### config.mk
export PLATFORM = sky130hd
export DESIGN_NAME = analyzer_regs
export DESIGN_NICKNAME = d
export VERILOG_FILES = /design/src/logic/analyzer_pkg.sv /design/src/logic/analyzer_regs.sv
export SDC_FILE = /design/constraint.sdc
export NUM_CORES = 1
export LEC_CHECK = 0
export ABC_AREA = 1
export BUFFER_PORTS_ARGS = -buffer_cell sky130_fd_sc_hd__buf_4
export CORE_MARGIN = 2
export CORE_UTILIZATION = 40
export DETAILED_ROUTE_END_ITERATION = 8
export PLACE_DENSITY = 0.8
export SLEW_MARGIN = 15
export SYNTH_ARGS = -nofsm -noshare
export SYNTH_HDL_FRONTEND = slang
export SYNTH_SLANG_ARGS = --single-unit
export TNS_END_PERCENT = 10
### constraint.sdc
create_clock -name clk -period 1.3 [get_ports clk]
set_input_delay 0.26 -clock clk [delete_from_list [all_inputs] [get_ports clk]]
set_output_delay 0.26 -clock clk [all_outputs]
set_load 0.03 [all_outputs]
### src/logic/analyzer_pkg.sv
package analyzer_pkg;

    // address channel request, shared by aw and ar
    typedef struct packed {
        logic [3:0]  id;
        logic [31:0] addr;
        logic [7:0]  len;
        logic [1:0]  burst;
    } bus_addr_t;

    typedef struct packed {
        logic [31:0] data;
        logic [3:0]  strb;
        logic        last;
    } bus_wdata_t;

    typedef struct packed {
        logic [3:0] id;
        logic [1:0] resp;
    } bus_bresp_t;

    typedef struct packed {
        logic [3:0]  id;
        logic [31:0] data;
        logic [1:0]  resp;
        logic        last;
    } bus_rdata_t;

    // one register update, word addressed
    typedef struct packed {
        logic [31:0] addr;
        logic [31:0] data;
        logic [3:0]  strb;
    } reg_write_t;

    typedef enum logic [2:0] {
        cond_logic0    = 3'd0,
        cond_logic1    = 3'd1,
        cond_dont_care = 3'd2,
        cond_rise      = 3'd3,
        cond_fall      = 3'd4,
        cond_any_edge  = 3'd5,
        cond_no_change = 3'd6,
        cond_reserved  = 3'd7   // never matches
    } cond_e;

    typedef struct packed {
        logic  invert;
        cond_e cond;
    } chan_cond_t;

    typedef enum logic [1:0] {
        mode_and  = 2'd0,
        mode_or   = 2'd1,
        mode_nand = 2'd2,
        mode_nor  = 2'd3
    } global_mode_e;

    localparam logic [1:0] resp_okay   = 2'b00;
    localparam logic [1:0] resp_slverr = 2'b10;

    localparam logic [1:0] burst_fixed = 2'd0;
    localparam logic [1:0] burst_incr  = 2'd1;

    localparam logic [31:0] addr_ctrl      = 32'h0000_0000;
    localparam logic [31:0] addr_mode      = 32'h0000_0001;
    localparam logic [31:0] addr_cond_base = 32'h0000_0010;
    localparam logic [31:0] wave_base      = 32'h0100_0000;
    localparam logic [31:0] unmapped_value = 32'hFFFF_FFFF;

    // wave region is 0x0100_0000 .. 0x01FF_FFFF
    function automatic logic is_wave(input logic [31:0] addr);
        return (addr & 32'hFF00_0000) == wave_base;
    endfunction

endpackage
### src/logic/analyzer_regs.sv
`timescale 1ns/100ps

module analyzer_regs #(
    parameter int num_inputs      = 8,
    parameter int wave_addr_width = 12
) (
    input  logic                                       clk,
    input  logic                                       analyzer_rstn_sync,
    input  analyzer_pkg::reg_write_t                   reg_wr,
    input  logic                                       reg_wr_valid,
    input  logic [31:0]                                rd_req_addr,
    input  logic                                       rd_req_valid,
    output logic [31:0]                                rd_word,
    output analyzer_pkg::chan_cond_t [num_inputs-1:0]  conds,
    output analyzer_pkg::global_mode_e                 mode,
    input  logic                                       hit,
    output logic                                       capture_start,
    input  logic                                       busy,
    input  logic                                       done,
    output logic [wave_addr_width-1:0]                 wave_word_addr,
    input  logic [31:0]                                wave_word
);

    localparam analyzer_pkg::chan_cond_t cond_reset = '{
        invert: 1'b0,
        cond:   analyzer_pkg::cond_dont_care
    };

    logic        arm_q;
    logic        force_q;
    logic        done_clr_q;   // hides the old done once arm is written
    logic [31:0] wr_sel, rd_sel;
    logic [31:0] reg_rdata, reg_rdata_q;
    logic        wave_sel_q;

    assign wr_sel = reg_wr.addr - analyzer_pkg::addr_cond_base;
    assign rd_sel = rd_req_addr - analyzer_pkg::addr_cond_base;

    assign capture_start = arm_q && (hit || force_q) && !busy;

    always_ff @(posedge clk or negedge analyzer_rstn_sync) begin
        if (!analyzer_rstn_sync) begin
            arm_q      <= 1'b0;
            force_q    <= 1'b0;
            done_clr_q <= 1'b0;
            mode       <= analyzer_pkg::mode_and;
            conds      <= {num_inputs{cond_reset}};
        end else begin
            if (capture_start) begin
                arm_q      <= 1'b0;
                force_q    <= 1'b0;   // one shot
                done_clr_q <= 1'b0;
            end
            if (reg_wr_valid) begin
                if (reg_wr.addr == analyzer_pkg::addr_ctrl) begin
                    if (reg_wr.strb[0]) begin
                        arm_q <= reg_wr.data[0];
                        if (reg_wr.data[0]) begin
                            done_clr_q <= 1'b1;
                        end
                    end
                    if (reg_wr.strb[1]) begin
                        force_q <= reg_wr.data[8];
                    end
                end
                if (reg_wr.addr == analyzer_pkg::addr_mode && reg_wr.strb[0]) begin
                    mode <= analyzer_pkg::global_mode_e'(reg_wr.data[1:0]);
                end
                // low byte only
                if (wr_sel < num_inputs && reg_wr.strb[0]) begin
                    conds[wr_sel] <= analyzer_pkg::chan_cond_t'(reg_wr.data[3:0]);
                end
            end
        end
    end

    always_comb begin
        reg_rdata = analyzer_pkg::unmapped_value;
        if (rd_req_addr == analyzer_pkg::addr_ctrl) begin
            reg_rdata = {7'd0, done && !done_clr_q, 7'd0, busy, 7'd0, force_q, 7'd0, arm_q};
        end else if (rd_req_addr == analyzer_pkg::addr_mode) begin
            reg_rdata = {30'd0, mode};
        end else if (rd_sel < num_inputs) begin
            reg_rdata = {28'd0, conds[rd_sel]};
        end
    end

    // both paths land one clock after the request
    always_ff @(posedge clk) begin
        if (rd_req_valid) begin
            reg_rdata_q <= reg_rdata;
            wave_sel_q  <= analyzer_pkg::is_wave(rd_req_addr);
        end
    end

    assign wave_word_addr = rd_req_addr[wave_addr_width-1:0];
    assign rd_word        = wave_sel_q ? wave_word : reg_rdata_q;

endmodule

==> Yosys cells after proc, flatten, opt, wreduce, memory -nomap -nowiden <==
Cells that the tools add are included.
{ "totals": {"register_bits": 70, "in_bits": 139} }
{ "classes": {"n_lt_le_gt_ge": 5, "n_reduce_logical": 14, "n_mux": 22, "n_addsub": 2, "n_eq_ne": 3} }
{ "ops": {"columns": ["op", "count"], "rows": [
  ["32-bit by 4-bit < comparator with 1-bit output (second input constant)", 4],
  ["32-bit by 1-bit equality test with 1-bit output (second input constant)", 2],
  ["32-bit zero test", 2],
  ["32-bit two-way mux", 2],
  ["32-bit by 5-bit subtractor with 32-bit output (second input constant)", 2],
  ["25-bit two-way mux", 2],
  ["32-bit bitwise mux", 1],
  ["32-bit by 1-bit >= comparator with 1-bit output (second input constant)", 1],
  ["1-bit two-way mux", 13],
  ["4-bit binary-select mux with 3-bit select", 1],
  ["4-bit demux with 3-bit select", 1],
  ["8-bit by 1-bit equality test with 1-bit output (second input constant)", 1],
  ["4-bit two-way mux", 2],
  ["1-bit logical AND", 6],
  ["2-bit AND reduction", 2],
  ["1-bit zero test", 2],
  ["2-bit OR reduction", 1],
  ["1-bit logical OR", 1]
]} }

==> Logic depth before layout (Yosys ltp) <==
Gate-level depths: netlist (run 1).
{ "depth": {"word_depth": 8, "ltp_mapped": 15} }

==> Worst setup path after synthesis (run 1) <==
OpenSTA, ideal clock, no wires.
{ "synth_timing": {"path_type": "in2reg", "startpoint": "input rd_req_addr[1]", "endpoint": "register reg_rdata_q[16] (data pin)", "path_stages": 7, "required_ns": 1.037, "t_arrival_ns": 1.585, "setup_time_ns": 0.263, "path_slack_ns": -0.548, "cell_sequence": "clkbuf_1 > nor2_1 > inv_1 > nor3_1 > nor2_1 > o21ai_2 > nand2_1"} }
{ "synth_between": {"elab_chain_cells": 5, "elab_cells_between_ends": 7, "classes_between": "add/sub (1); order compare (1); eq/ne (1); mux (3); reduce/logical (1)"} }
{ "synth_rtl": {"columns": ["item", "line", "text"], "rows": [
  ["start: declaration", "analyzer_regs.sv:11", "input logic [31:0] rd_req_addr,"],
  ["32-bit by 5-bit subtractor with 32-bit output", "analyzer_regs.sv:37", "assign rd_sel = rd_req_addr - analyzer_pkg::addr_cond_base;"],
  ["32-bit by 4-bit < comparator with 1-bit output", "analyzer_regs.sv:83", "end else if (rd_sel < num_inputs) begin"],
  ["32-bit two-way mux", "analyzer_regs.sv:83", null],
  ["25-bit two-way mux", "analyzer_regs.sv:81", "end else if (rd_req_addr == analyzer_pkg::addr_mode) begin"],
  ["25-bit two-way mux *", "analyzer_regs.sv:79", "if (rd_req_addr == analyzer_pkg::addr_ctrl) begin"],
  ["named net reg_rdata[16]", "analyzer_regs.sv:33", "logic [31:0] reg_rdata, reg_rdata_q;"],
  ["end signal: assignment", "analyzer_regs.sv:91", "reg_rdata_q <= reg_rdata;"],
  ["end: declaration", "analyzer_regs.sv:33", null]
]} }
The timed path passes the listed nets; every way through them passes the cells marked *.
A chain may end at the register's enable or synchronous reset.

==> Final worst setup path (run 1) <==
{ "layout_timing": {"startpoint": "input reg_wr[47] (netlist bit)", "endpoint": "register conds[19] (netlist bit)"} }
{ "layout_between": {"elab_chain_cells": 6, "elab_cells_between_ends": 10, "classes_between": "add/sub (1); order compare (3); mux (3); reduce/logical (3)"} }
{ "layout_rtl": {"columns": ["item", "line", "text"], "rows": [
  ["start: declaration", "analyzer_regs.sv:9", "input analyzer_pkg::reg_write_t reg_wr,"],
  ["32-bit by 5-bit subtractor with 32-bit output *", "analyzer_regs.sv:36", "assign wr_sel = reg_wr.addr - analyzer_pkg::addr_cond_base;"],
  ["32-bit by 1-bit >= comparator with 1-bit output (not written as such) or 32-bit by 4-bit < comparator with 1-bit output (tied branches)", "analyzer_regs.sv:71, analyzer_regs.sv:70", null],
  ["1-bit logical AND (not written as such)", "analyzer_regs.sv:71", "conds[wr_sel] <= analyzer_pkg::chan_cond_t'(reg_wr.data[3:0]);"],
  ["4-bit two-way mux (not written as such)", "analyzer_regs.sv:71", null],
  ["4-bit demux with 3-bit select", "analyzer_regs.sv:71", null],
  ["32-bit bitwise mux", "analyzer_regs.sv:71", null],
  ["end signal: assignment", "analyzer_regs.sv:47", "conds <= {num_inputs{cond_reset}};"],
  ["end signal: indexed assignment", "analyzer_regs.sv:71", null],
  ["end: declaration", "analyzer_regs.sv:14", "output analyzer_pkg::chan_cond_t [num_inputs-1:0] conds,"]
]} }
Mark *: on every way between the ends. The rest lies on a longest branch, timed or not.

==> impl_metrics.env, run 1 <==
export IMPL_finalSetupViolations=81
export IMPL_start_util_pct=40.83
export IMPL_fmax_ghz=0.5362
export IMPL_seq_area_frac_synth_pct=30.51
export IMPL_critPathArrivalTime_ns=2.06
export IMPL_antenna_found_initial=0
export IMPL_setup_tns_ns=-28.36
export IMPL_status="finished, violations left"
export IMPL_detail_route_iter0_violations=395
export IMPL_hold_class="primary input to flop"
export IMPL_internal_power_w=0.002774
export IMPL_p_sw_share_pct=31.56
export IMPL_ant_nets=0
export IMPL_rows=36
export IMPL_drive_above_1_share_pct=48.74
export IMPL_dp_hpwl_um=11840
export IMPL_cts_sinks=46
export IMPL_post_drt_wl_per_cell_um=15.21
export IMPL_report_final_slew_viol_count=0
export IMPL_area_growth_pct=85.82
export IMPL_syn_area_per_cell_sq_um=6.139
export IMPL_fillerInstances=710
export IMPL_syn_cell_area_sq_mm=0.003954
export IMPL_clk_pin_slew_ns=0.08
export IMPL_core_sq_mm=0.009684
export IMPL_grt_usage_pct=28.79
export IMPL_finalHoldViolCount=0
export IMPL_io_pins=218
export IMPL_route_detailed_drc=0
export IMPL_preCtsSetupSlack_ns=-0.8146
export IMPL_finalWorstSetupSlack_ns=-0.5649
export IMPL_power_frac_clock_pct=25.9
export IMPL_final_core_util_pct=75.87
export IMPL_grt_overflow=0
export IMPL_gp_congestion=0.9305
export IMPL_p_per_area_mw_per_mm2=551.6
export IMPL_viasPerCell=5.199
export IMPL_num_nets_final=1090
export IMPL_clkLatencyLatePin_ns=0.30
export IMPL_dieArea_sq_mm=0.01070
export IMPL_synth_seq_cells=46
export IMPL_p_switching_w=0.001279
export IMPL_final_cell_mix="buf_4 (267), nand2_1 (227), buf_6 (53)"
export IMPL_period_needed_ns=1.865
export IMPL_grt_max_degree=38
export IMPL_vias=5641
export IMPL_worst_pin_slew_ns=0.5712
export IMPL_ir_worst_vdd_mv=0.4251
export IMPL_failed_checks="setup timing"
export IMPL_multi_input_area_sq_mm=0.002858
export IMPL_startpoint_type="primary input"
export IMPL_io_buffers=188
export IMPL_seqPwrFrac_pct=36.7
export IMPL_syn_inst=644
export IMPL_root_buffer="clkbuf_8"
export IMPL_die_h_um=103.4
export IMPL_crit_type="primary input to flop"
export IMPL_grt_pass1_wl_um=24160
export IMPL_path_max_fanout=6
export IMPL_numCtsBuffers=5
export IMPL_crit_required_ns=1.49
export IMPL_stdcell_count=1085
export IMPL_max_slew_margin_pct=61.63
export IMPL_cts_max_level=2
export IMPL_drtPass1Iterations=4
export IMPL_die_w_um=103.4
export IMPL_syn_nets=783
export IMPL_mostFrequentLayoutCell="buf_4"
export IMPL_holdWs_ns=0.2001
export IMPL_p_leak_nw=3.695
export IMPL_grt_pass1_vias=5181
export IMPL_num_antenna_cells=0
export IMPL_cts_tree="yes"
export IMPL_fin_skew_ns=0.005373
export IMPL_wl_um=16500
export IMPL_post_route_period_util_pct=143.5
export IMPL_p_comb_share_pct=37.4
export IMPL_seqCellArea_sq_mm=0.001206
export IMPL_dp_cells=1060
export IMPL_drv_cap=0
export IMPL_endpoint_kind="flop"
export IMPL_cts_buffer_depth=2
export IMPL_yosys_warnings=0
export IMPL_synth_cell_types=38
export IMPL_rsz0062_at_grt="yes"
[final timing paths]
kind	from	end	cells after the start	slack, ns
setup / recovery	reg_wr[47]	conds[19]$_DFFE_PN0P_	15	-0.56
hold / removal	reg_wr[12]	force_q$_DFF_PN0_	3	0.20
setup reg to reg	conds[8]$_DFFE_PN0P_	reg_rdata_q[0]$_DFFE_PP_	7	-0.32
hold reg to reg	conds[29]$_DFFE_PN1P_	conds[29]$_DFFE_PN1P_	2	0.49
max in group asynchronous	analyzer_rstn_sync	conds[21]$_DFFE_PN1P_	2	0.49
min in group asynchronous	analyzer_rstn_sync	conds[24]$_DFFE_PN0P_	2	0.46
[routing by layer]
layer	vias up	track usage (%)	wire length (um)
met5	-	0	0
met4	0	11.44	535
met3	49	4.839	1453
met2	286	54.19	8537
met1	2590	31.97	5973
li1	2716	-	-
[what timing repair did]
item / CTS / global route
resized for setup: 119 / 46
cloned: 4 / 1
setup buffers: 10 / 2
hold endpoints to repair: 29 / 0
hold buffers: 1 / 0
pin swaps: 31 / 12
endpoints found under the setup margin: 82 / 86
[power groups by stage]
| stage | Sequential (W) | Clock (W) | Combinational, W |
|---|---|---|---|
| after floorplan | 0.00151 | 0 | 0.000574 |
| after global placement | 0.00152 | 0 | 0.00131 |
| after detailed placement | 0.00152 | 0 | 0.00132 |
| after CTS | 0.00149 | 0.00105 | 0.00146 |
| after global routing | 0.00149 | 0.00112 | 0.00163 |
| final | 0.00149 | 0.00105 | 0.00152 |
[per-stage QoR]
stage | area [sq um] | total power (W)
4_1_cts | 7172 | 0.003994
2_1_floorplan | 4061 | 0.002088
6_report | 7347 | 0.004053
5_1_grt | 7347 | 0.004231
3_3_place_gp | 6460 | 0.002821
3_5_place_dp | 6460 | 0.002837
[area by class of cell]
class | count | area share (%)
clock buffers | 7 | 1.039
repair buffers | 332 | 38.40
inverters | 49 | 2.572
flip-flops and latches | 46 | 16.42
multi-input cells | 517 | 38.90
well taps | 133 | 2.265
clock inverters | 1 | 0.4087
[sequential cells by signal, summed over array words and instances, names as in the netlist]
register and count:
wave_sel_q 1, arm_q 1, reg_rdata_q 8, done_clr_q 1, conds 32, force_q 1
mode 2
[cells in the mapped netlist (all sizes together)]
| cell | number | share of area (%) |
|---|---|---|
| nor2 | 104 | 10 |
| nand3 | 37 | 5.7 |
| a21oi | 6 | 0.76 |
| inv | 48 | 4.6 |
| nor3 | 17 | 2.4 |
| mux2 | 2 | 0.57 |
| and3 | 2 | 0.32 |
| dfstp | 8 | 5.3 |
| a22oi | 3 | 0.57 |
| nand4 | 45 | 7.1 |
| xor2 | 4 | 0.89 |
| or2 | 2 | 0.32 |
| a21boi | 1 | 0.19 |
| a221oi | 4 | 0.89 |
| or3 | 1 | 0.16 |
| dfrtp | 29 | 18 |
| nand3b | 5 | 0.95 |
| edfxtp | 9 | 6.8 |
| o21a | 8 | 1.5 |
| nand2 | 254 | 24 |
| o21ai | 17 | 2.2 |
| xnor2 | 1 | 0.22 |
| clkinv | 1 | 0.095 |
| clkbuf | 9 | 0.85 |
| o21bai | 2 | 0.38 |
| o211ai | 1 | 0.19 |
| buf | 23 | 3.8 |
| nor4 | 1 | 0.16 |
[logic make-up (layout without fill, tap and decap cells)]
kind of cell	Yosys count	after routing	synth area share [%]
and+or+nand+nor	468	468	51.74
DFF	46	46	30.51
AOI/OAI and AO/OA	42	42	6.740
buffers and inverters	81	389	9.335
muxes	2	2	0.5696
xor gates and xnor gates	5	5	1.108
[critical path, stage by stage]
cell and delay, ns:
buf_8 0.11, nor2_4 0.13, nand2_2 0.08, nor2_4 0.19, buf_6 0.13, nand3_2 0.06
nand2_1 0.07, nand2_1 0.07, nor2_1 0.12, nand3_1 0.13, nor2_4 0.26, buf_12 0.18
nand3_2 0.10, nand2_1 0.09, nand2_1 0.05
Note: power is estimated with default switching activity, not from simulation.
==> run 2: changes to the inputs <==
--- a/config.mk
+++ b/config.mk
@@ -7,6 +7,7 @@
 export LEC_CHECK = 0
 export ABC_AREA = 1
 export BUFFER_PORTS_ARGS = -buffer_cell sky130_fd_sc_hd__buf_4
+export CORE_ASPECT_RATIO = 1.4
 export CORE_MARGIN = 2
 export CORE_UTILIZATION = 40
 export DETAILED_ROUTE_END_ITERATION = 8
==> impl_metrics.env, run 2 (same netlist as run 1, synthesis figures left out) <==
export IMPL_root_buffer="clkbuf_16"
export IMPL_viasPerCell=5.357
export IMPL_report_final_slew_viol_count=0
export IMPL_vias=5753
export IMPL_clk_pin_slew_ns=0.06
export IMPL_fillerInstances=678
export IMPL_antenna_found_initial=0
export IMPL_dieArea_sq_mm=0.01071
export IMPL_p_per_area_mw_per_mm2=579.7
export IMPL_grt_pass1_wl_um=25190
export IMPL_die_h_um=121.6
export IMPL_cts_buffer_depth=2
export IMPL_p_leak_nw=3.681
export IMPL_rows=42
export IMPL_endpoint_kind="flop"
export IMPL_top_regs="conds x32, reg_rdata_q x8, mode x2"
export IMPL_route_detailed_drc=0
export IMPL_fin_skew_ns=0.004117
export IMPL_dp_hpwl_um=12500
export IMPL_num_nets_final=1080
export IMPL_final_core_util_pct=76.44
export IMPL_failed_checks="setup timing"
export IMPL_fmax_ghz=0.5234
export IMPL_crit_required_ns=1.53
export IMPL_critPathArrivalTime_ns=2.14
export IMPL_ir_worst_vdd_mv=0.5097
export IMPL_start_util_pct=41.34
export IMPL_drv_cap=0
export IMPL_finalWorstSetupSlack_ns=-0.6107
export IMPL_gp_congestion=0.9485
export IMPL_io_pins=218
export IMPL_holdWs_ns=0.2228
export IMPL_grt_usage_pct=29.73
export IMPL_grt_overflow=0
export IMPL_grt_pass1_vias=5532
export IMPL_finalSetupViolations=79
export IMPL_cts_sinks=46
export IMPL_num_antenna_cells=0
export IMPL_crit_type="primary input to flop"
export IMPL_finalHoldViolCount=0
export IMPL_largest_reg_flops=32
export IMPL_post_drt_wl_per_cell_um=16.44
export IMPL_mostFrequentLayoutCell="buf_4"
export IMPL_clkLatencyLatePin_ns=0.29
export IMPL_largest_register="conds"
export IMPL_startpoint_type="primary input"
export IMPL_numCtsBuffers=5
export IMPL_post_route_period_util_pct=147.0
export IMPL_io_buffers=188
export IMPL_rsz0062_at_grt="yes"
export IMPL_setup_tns_ns=-29.12
export IMPL_detail_route_iter0_violations=463
export IMPL_status="finished, violations left"
export IMPL_grt_max_degree=38
export IMPL_drtPass1Iterations=5
export IMPL_drive_above_1_share_pct=48.30
export IMPL_core_sq_mm=0.009564
export IMPL_path_max_fanout=8
export IMPL_ant_nets=0
export IMPL_period_needed_ns=1.911
export IMPL_cts_tree="yes"
export IMPL_max_slew_margin_pct=61.47
export IMPL_hold_class="primary input to flop"
export IMPL_cts_max_level=2
export IMPL_wl_um=17650
export IMPL_die_w_um=88.03
export IMPL_final_cell_mix="buf_4 (262), nand2_1 (217), nor2_1 (57)"
export IMPL_area_growth_pct=84.91
export IMPL_worst_pin_slew_ns=0.5736
-- run 2: changes by cell type in the layout (fill, tap and decap cells not counted), moves of 5 or more --
cell       before  now
nand2_2        26   33
nor2_1         52   57
buf_4         267  262
clkbuf_16       1    7
nand2_1       227  217
clkbuf_8        5    0
-- run 2: layout make-up --
cell class,instances,area [sq um],area share [%]
clock buffer,8,136.4,1.865
timing repair buffer,322,2731,37.36
multi-input combinational,517,2880,39.40
sequential,46,1206,16.50
inverter,49,191.4,2.619
tap,132,165.2,2.259
-- run 2: layer usage --
metal | part of all wire [%] | up-vias | track usage (%)
li1 | - | 2694 | -
met1 | 34 | 2644 | 31.28
met2 | 53 | 332 | 56.11
met3 | 8.0 | 83 | 4.404
met4 | 5.2 | 0 | 14.49
met5 | 0 | - | 0
-- run 2: power breakdown --
group | internal, W | switching [W] | leakage [nW]
Clock | 0.000716 | 0.000514 | 0.0652
Combinational | 0.000702 | 0.000816 | 3.04
Sequential | 0.00148 | 0.00000585 | 0.576
Total | 0.00290 | 0.00134 | 3.68
-- run 2: through the flow --
stage | total power [W] | area, sq um | setup WS, ns | cells
6_report | 0.004238 | 7311 | -0.6107 | 1074
5_1_grt | 0.004376 | 7311 | -0.6792 | 1074
4_1_cts | 0.004124 | 6879 | -0.4643 | 1064
3_5_place_dp | 0.002829 | 6326 | -0.9299 | 1043
3_3_place_gp | 0.002806 | 6326 | -0.8192 | 1043
2_1_floorplan | 0.002088 | 4061 | -0.4419 | 644
-- run 2: worst max-delay path: stages --
cell and delay [ns]:
buf_6 0.10, inv_1 0.10, nand2_4 0.07, nor2_4 0.13
nand2_2 0.08, o21ai_2 0.14, nand2_1 0.08, nor2_2 0.15
nand2_2 0.08, nor2_1 0.10, nand2_1 0.11, nor2_4 0.21
buf_12 0.18, buf_6 0.12, nand4_1 0.13, nand2_2 0.09
-- run 2: worst paths after layout --
check                                            from  slack [ns]                  endpoint  depth (start not counted)
worst max-delay path                       reg_wr[41]       -0.61     conds[16]$_DFFE_PN0P_                         16
max in group asynchronous          analyzer_rstn_sync        0.47      conds[1]$_DFFE_PN1P_                          2
worst min register to register  conds[25]$_DFFE_PN1P_        0.50     conds[25]$_DFFE_PN1P_                          2
worst min-delay path                       reg_wr[12]        0.22         force_q$_DFF_PN0_                          3
min in group asynchronous          analyzer_rstn_sync        0.47     conds[27]$_DFFE_PN0P_                          2
worst max register to register  conds[12]$_DFFE_PN0P_       -0.23  reg_rdata_q[0]$_DFFE_PP_                          6
-- run 2: repair_timing --
action                                  4_1_cts  5_1_grt
hold buffers                                  1        0
pin swaps                                    18       72
endpoints found under the hold margin        29        0
gates cloned                                  2        2
buffers inserted                             10       11
endpoints found under the setup margin       80       80
resized for setup                            79       94
==> run 3: changes to the inputs <==
--- a/config.mk
+++ b/config.mk
@@ -8,7 +8,6 @@
 export ABC_AREA = 1
 export BUFFER_PORTS_ARGS = -buffer_cell sky130_fd_sc_hd__buf_4
 export CORE_ASPECT_RATIO = 1.4
-export CORE_MARGIN = 2
 export CORE_UTILIZATION = 40
 export DETAILED_ROUTE_END_ITERATION = 8
 export PLACE_DENSITY = 0.8
==> impl_metrics.env, run 3 (same netlist as run 1, synthesis figures left out) <==
export IMPL_status="finished, violations left"
export IMPL_failed_checks="setup timing"
export IMPL_drtPass1Iterations=5
export IMPL_ant_nets=0
export IMPL_report_final_slew_viol_count=0
export IMPL_route_detailed_drc=0
export IMPL_core_sq_mm=0.009512
export IMPL_internal_power_w=0.002908
export IMPL_power_frac_clock_pct=29.4
export IMPL_grt_usage_pct=32.34
export IMPL_p_per_area_mw_per_mm2=585.3
export IMPL_setup_tns_ns=-27.94
export IMPL_antenna_found_initial=0
export IMPL_largest_reg_flops=32
export IMPL_io_buffers=188
export IMPL_cts_sinks=46
export IMPL_p_comb_share_pct=35.9
export IMPL_fin_skew_ns=0.005537
export IMPL_area_growth_pct=85.70
export IMPL_cts_max_level=2
export IMPL_clkLatencyLatePin_ns=0.29
export IMPL_mostFrequentLayoutCell="buf_4"
export IMPL_grt_pass1_vias=5677
export IMPL_num_antenna_cells=0
export IMPL_finalHoldViolCount=0
export IMPL_grt_max_degree=38
export IMPL_die_w_um=86.03
export IMPL_rsz0062_at_grt="yes"
export IMPL_die_h_um=119.6
export IMPL_p_switching_w=0.001389
export IMPL_grtUsageMet3_pct=6.602
export IMPL_largest_register="conds"
export IMPL_cpMostUsedCell="nor2_4"
export IMPL_endpoint_kind="flop"
export IMPL_startpoint_type="primary input"
export IMPL_detail_route_iter0_violations=465
export IMPL_final_cell_mix="buf_4 (261), nand2_1 (224), nor2_1 (56)"
export IMPL_rows=42
export IMPL_root_buffer="clkbuf_16"
export IMPL_worst_pin_slew_ns=0.5136
export IMPL_finalSetupViolations=79
export IMPL_top_regs="conds x32, reg_rdata_q x8, mode x2"
export IMPL_hold_class="primary input to flop"
export IMPL_holdWs_ns=0.2279
export IMPL_seqPwrFrac_pct=34.7
export IMPL_max_slew_margin_pct=65.49
export IMPL_gp_congestion=0.9142
export IMPL_cts_tree="yes"
export IMPL_wl_um=18350
export IMPL_stdcell_count=1076
export IMPL_grt_overflow=0
export IMPL_dp_hpwl_um=12570
export IMPL_grt_use_met2_pct=61.21
export IMPL_critPathArrivalTime_ns=2.14
export IMPL_viasPerCell=5.539
export IMPL_path_max_fanout=6
export IMPL_grt_busiest_layer="met2"
export IMPL_p_leak_nw=3.687
export IMPL_io_pins=218
export IMPL_crit_required_ns=1.53
export IMPL_start_util_pct=41.57
export IMPL_dieArea_sq_mm=0.01029
export IMPL_drive_above_1_share_pct=47.67
export IMPL_crit_path_max_incr_delay_ns=0.22
export IMPL_crit_chain="buf_6 -> nor2_4 -> nand2_2 -> nor2_4 -> buf_4 -> inv_1 -> a22oi_2 -> nand2_1 -> nor2_2 -> nand2_2 -> nor2_4 -> clkbuf_16 -> buf_6 -> nand4_1 -> nand2_1"
export IMPL_slowest_stage="clkbuf_16"
export IMPL_cts_buffer_depth=2
export IMPL_cp_top_family="simple AND/OR/NAND/NOR gates"
export IMPL_finalWorstSetupSlack_ns=-0.6113
export IMPL_grt_met1_usage_pct=32.30
export IMPL_num_nets_final=1082
export IMPL_post_route_period_util_pct=147.0
export IMPL_crit_type="primary input to flop"
export IMPL_grt_pass1_wl_um=26350
export IMPL_ir_worst_vdd_mv=0.5224
export IMPL_crit_buf_inv=5
export IMPL_clk_pin_slew_ns=0.06
export IMPL_post_drt_wl_per_cell_um=17.05
export IMPL_numCtsBuffers=5
export IMPL_drv_cap=0
export IMPL_p_sw_share_pct=32.34
export IMPL_vias=5960
export IMPL_dp_cells=1050
export IMPL_period_needed_ns=1.911
export IMPL_fmax_ghz=0.5232
==> run 3: power groups by stage <==
stage | clock network [W] | registers, W | logic, W
2_1_floorplan | 0 | 0.00151 | 0.000574
3_3_place_gp | 0 | 0.00152 | 0.00130
3_5_place_dp | 0 | 0.00152 | 0.00132
4_1_cts | 0.00124 | 0.00149 | 0.00146
5_1_grt | 0.00131 | 0.00149 | 0.00164
6_report | 0.00126 | 0.00149 | 0.00154
==> run 3: worst paths after layout <==
check	startpoint	to	depth (start not counted)	slack, ns
setup / recovery	reg_wr[40]	conds[29]$_DFFE_PN1P_	15	-0.61
hold / removal	reg_wr[12]	force_q$_DFF_PN0_	3	0.23
setup reg to reg	conds[19]$_DFFE_PN0P_	reg_rdata_q[3]$_SDFFCE_PP0P_	4	-0.28
hold reg to reg	conds[25]$_DFFE_PN1P_	conds[25]$_DFFE_PN1P_	2	0.49
max in group asynchronous	analyzer_rstn_sync	conds[5]$_DFFE_PN1P_	2	0.44
min in group asynchronous	analyzer_rstn_sync	conds[11]$_DFFE_PN0P_	2	0.48
==> run 3: metal layers <==
layer / part of all wire (%) / up-vias / routed length, um
li1: - / 2703 / -
met1: 33 / 2784 / 5982
met5: 0 / - / 0
met4: 5.7 / 0 / 1053
met2: 53 / 375 / 9717
met3: 8.7 / 98 / 1592
==> run 3: final cells by class <==
| class | count | area, sq um |
|---|---|---|
| Sequential cell | 46 | 1206 |
| Fill cell | 645 | 2170 |
| Clock buffer | 6 | 128.9 |
| Timing Repair Buffer | 324 | 2781 |
| Clock inverter | 2 | 8.758 |
| Multi-Input combinational cell | 517 | 2860 |
| Tap cell | 132 | 165.2 |
| Inverter | 49 | 191.4 |
==> run 3: through the flow <==
stage               setup slack [ns]  cell area (sq um)  total power (W)  utilization (%)
floorplan                    -0.4419               4061         0.002088                -
global placement             -0.7751               6391         0.002814            67.19
detailed placement           -0.8655               6391         0.002840            67.19
CTS                          -0.4880               7051         0.004191            74.13
global route                 -0.7292               7342         0.004440            77.19
finish                       -0.6113               7342         0.004297            77.19
==> run 3: what timing repair did <==
| item | CTS | global route |
|---|---|---|
| setup buffers | 8 | 5 |
| endpoints found under the hold margin | 29 | 0 |
| hold buffers | 1 | 0 |
| endpoints found under the setup margin | 80 | 80 |
| resized for setup | 109 | 56 |
| cloned | 2 | 2 |
| pin swaps | 37 | 49 |
==> run 3: worst register-to-register path: stages (launching register included) <==
cell,delay (ns)
dfrtp_1,0.44
a221oi_1,0.52
a22oi_1,0.22
nand2_1,0.10
nand2_1,0.05
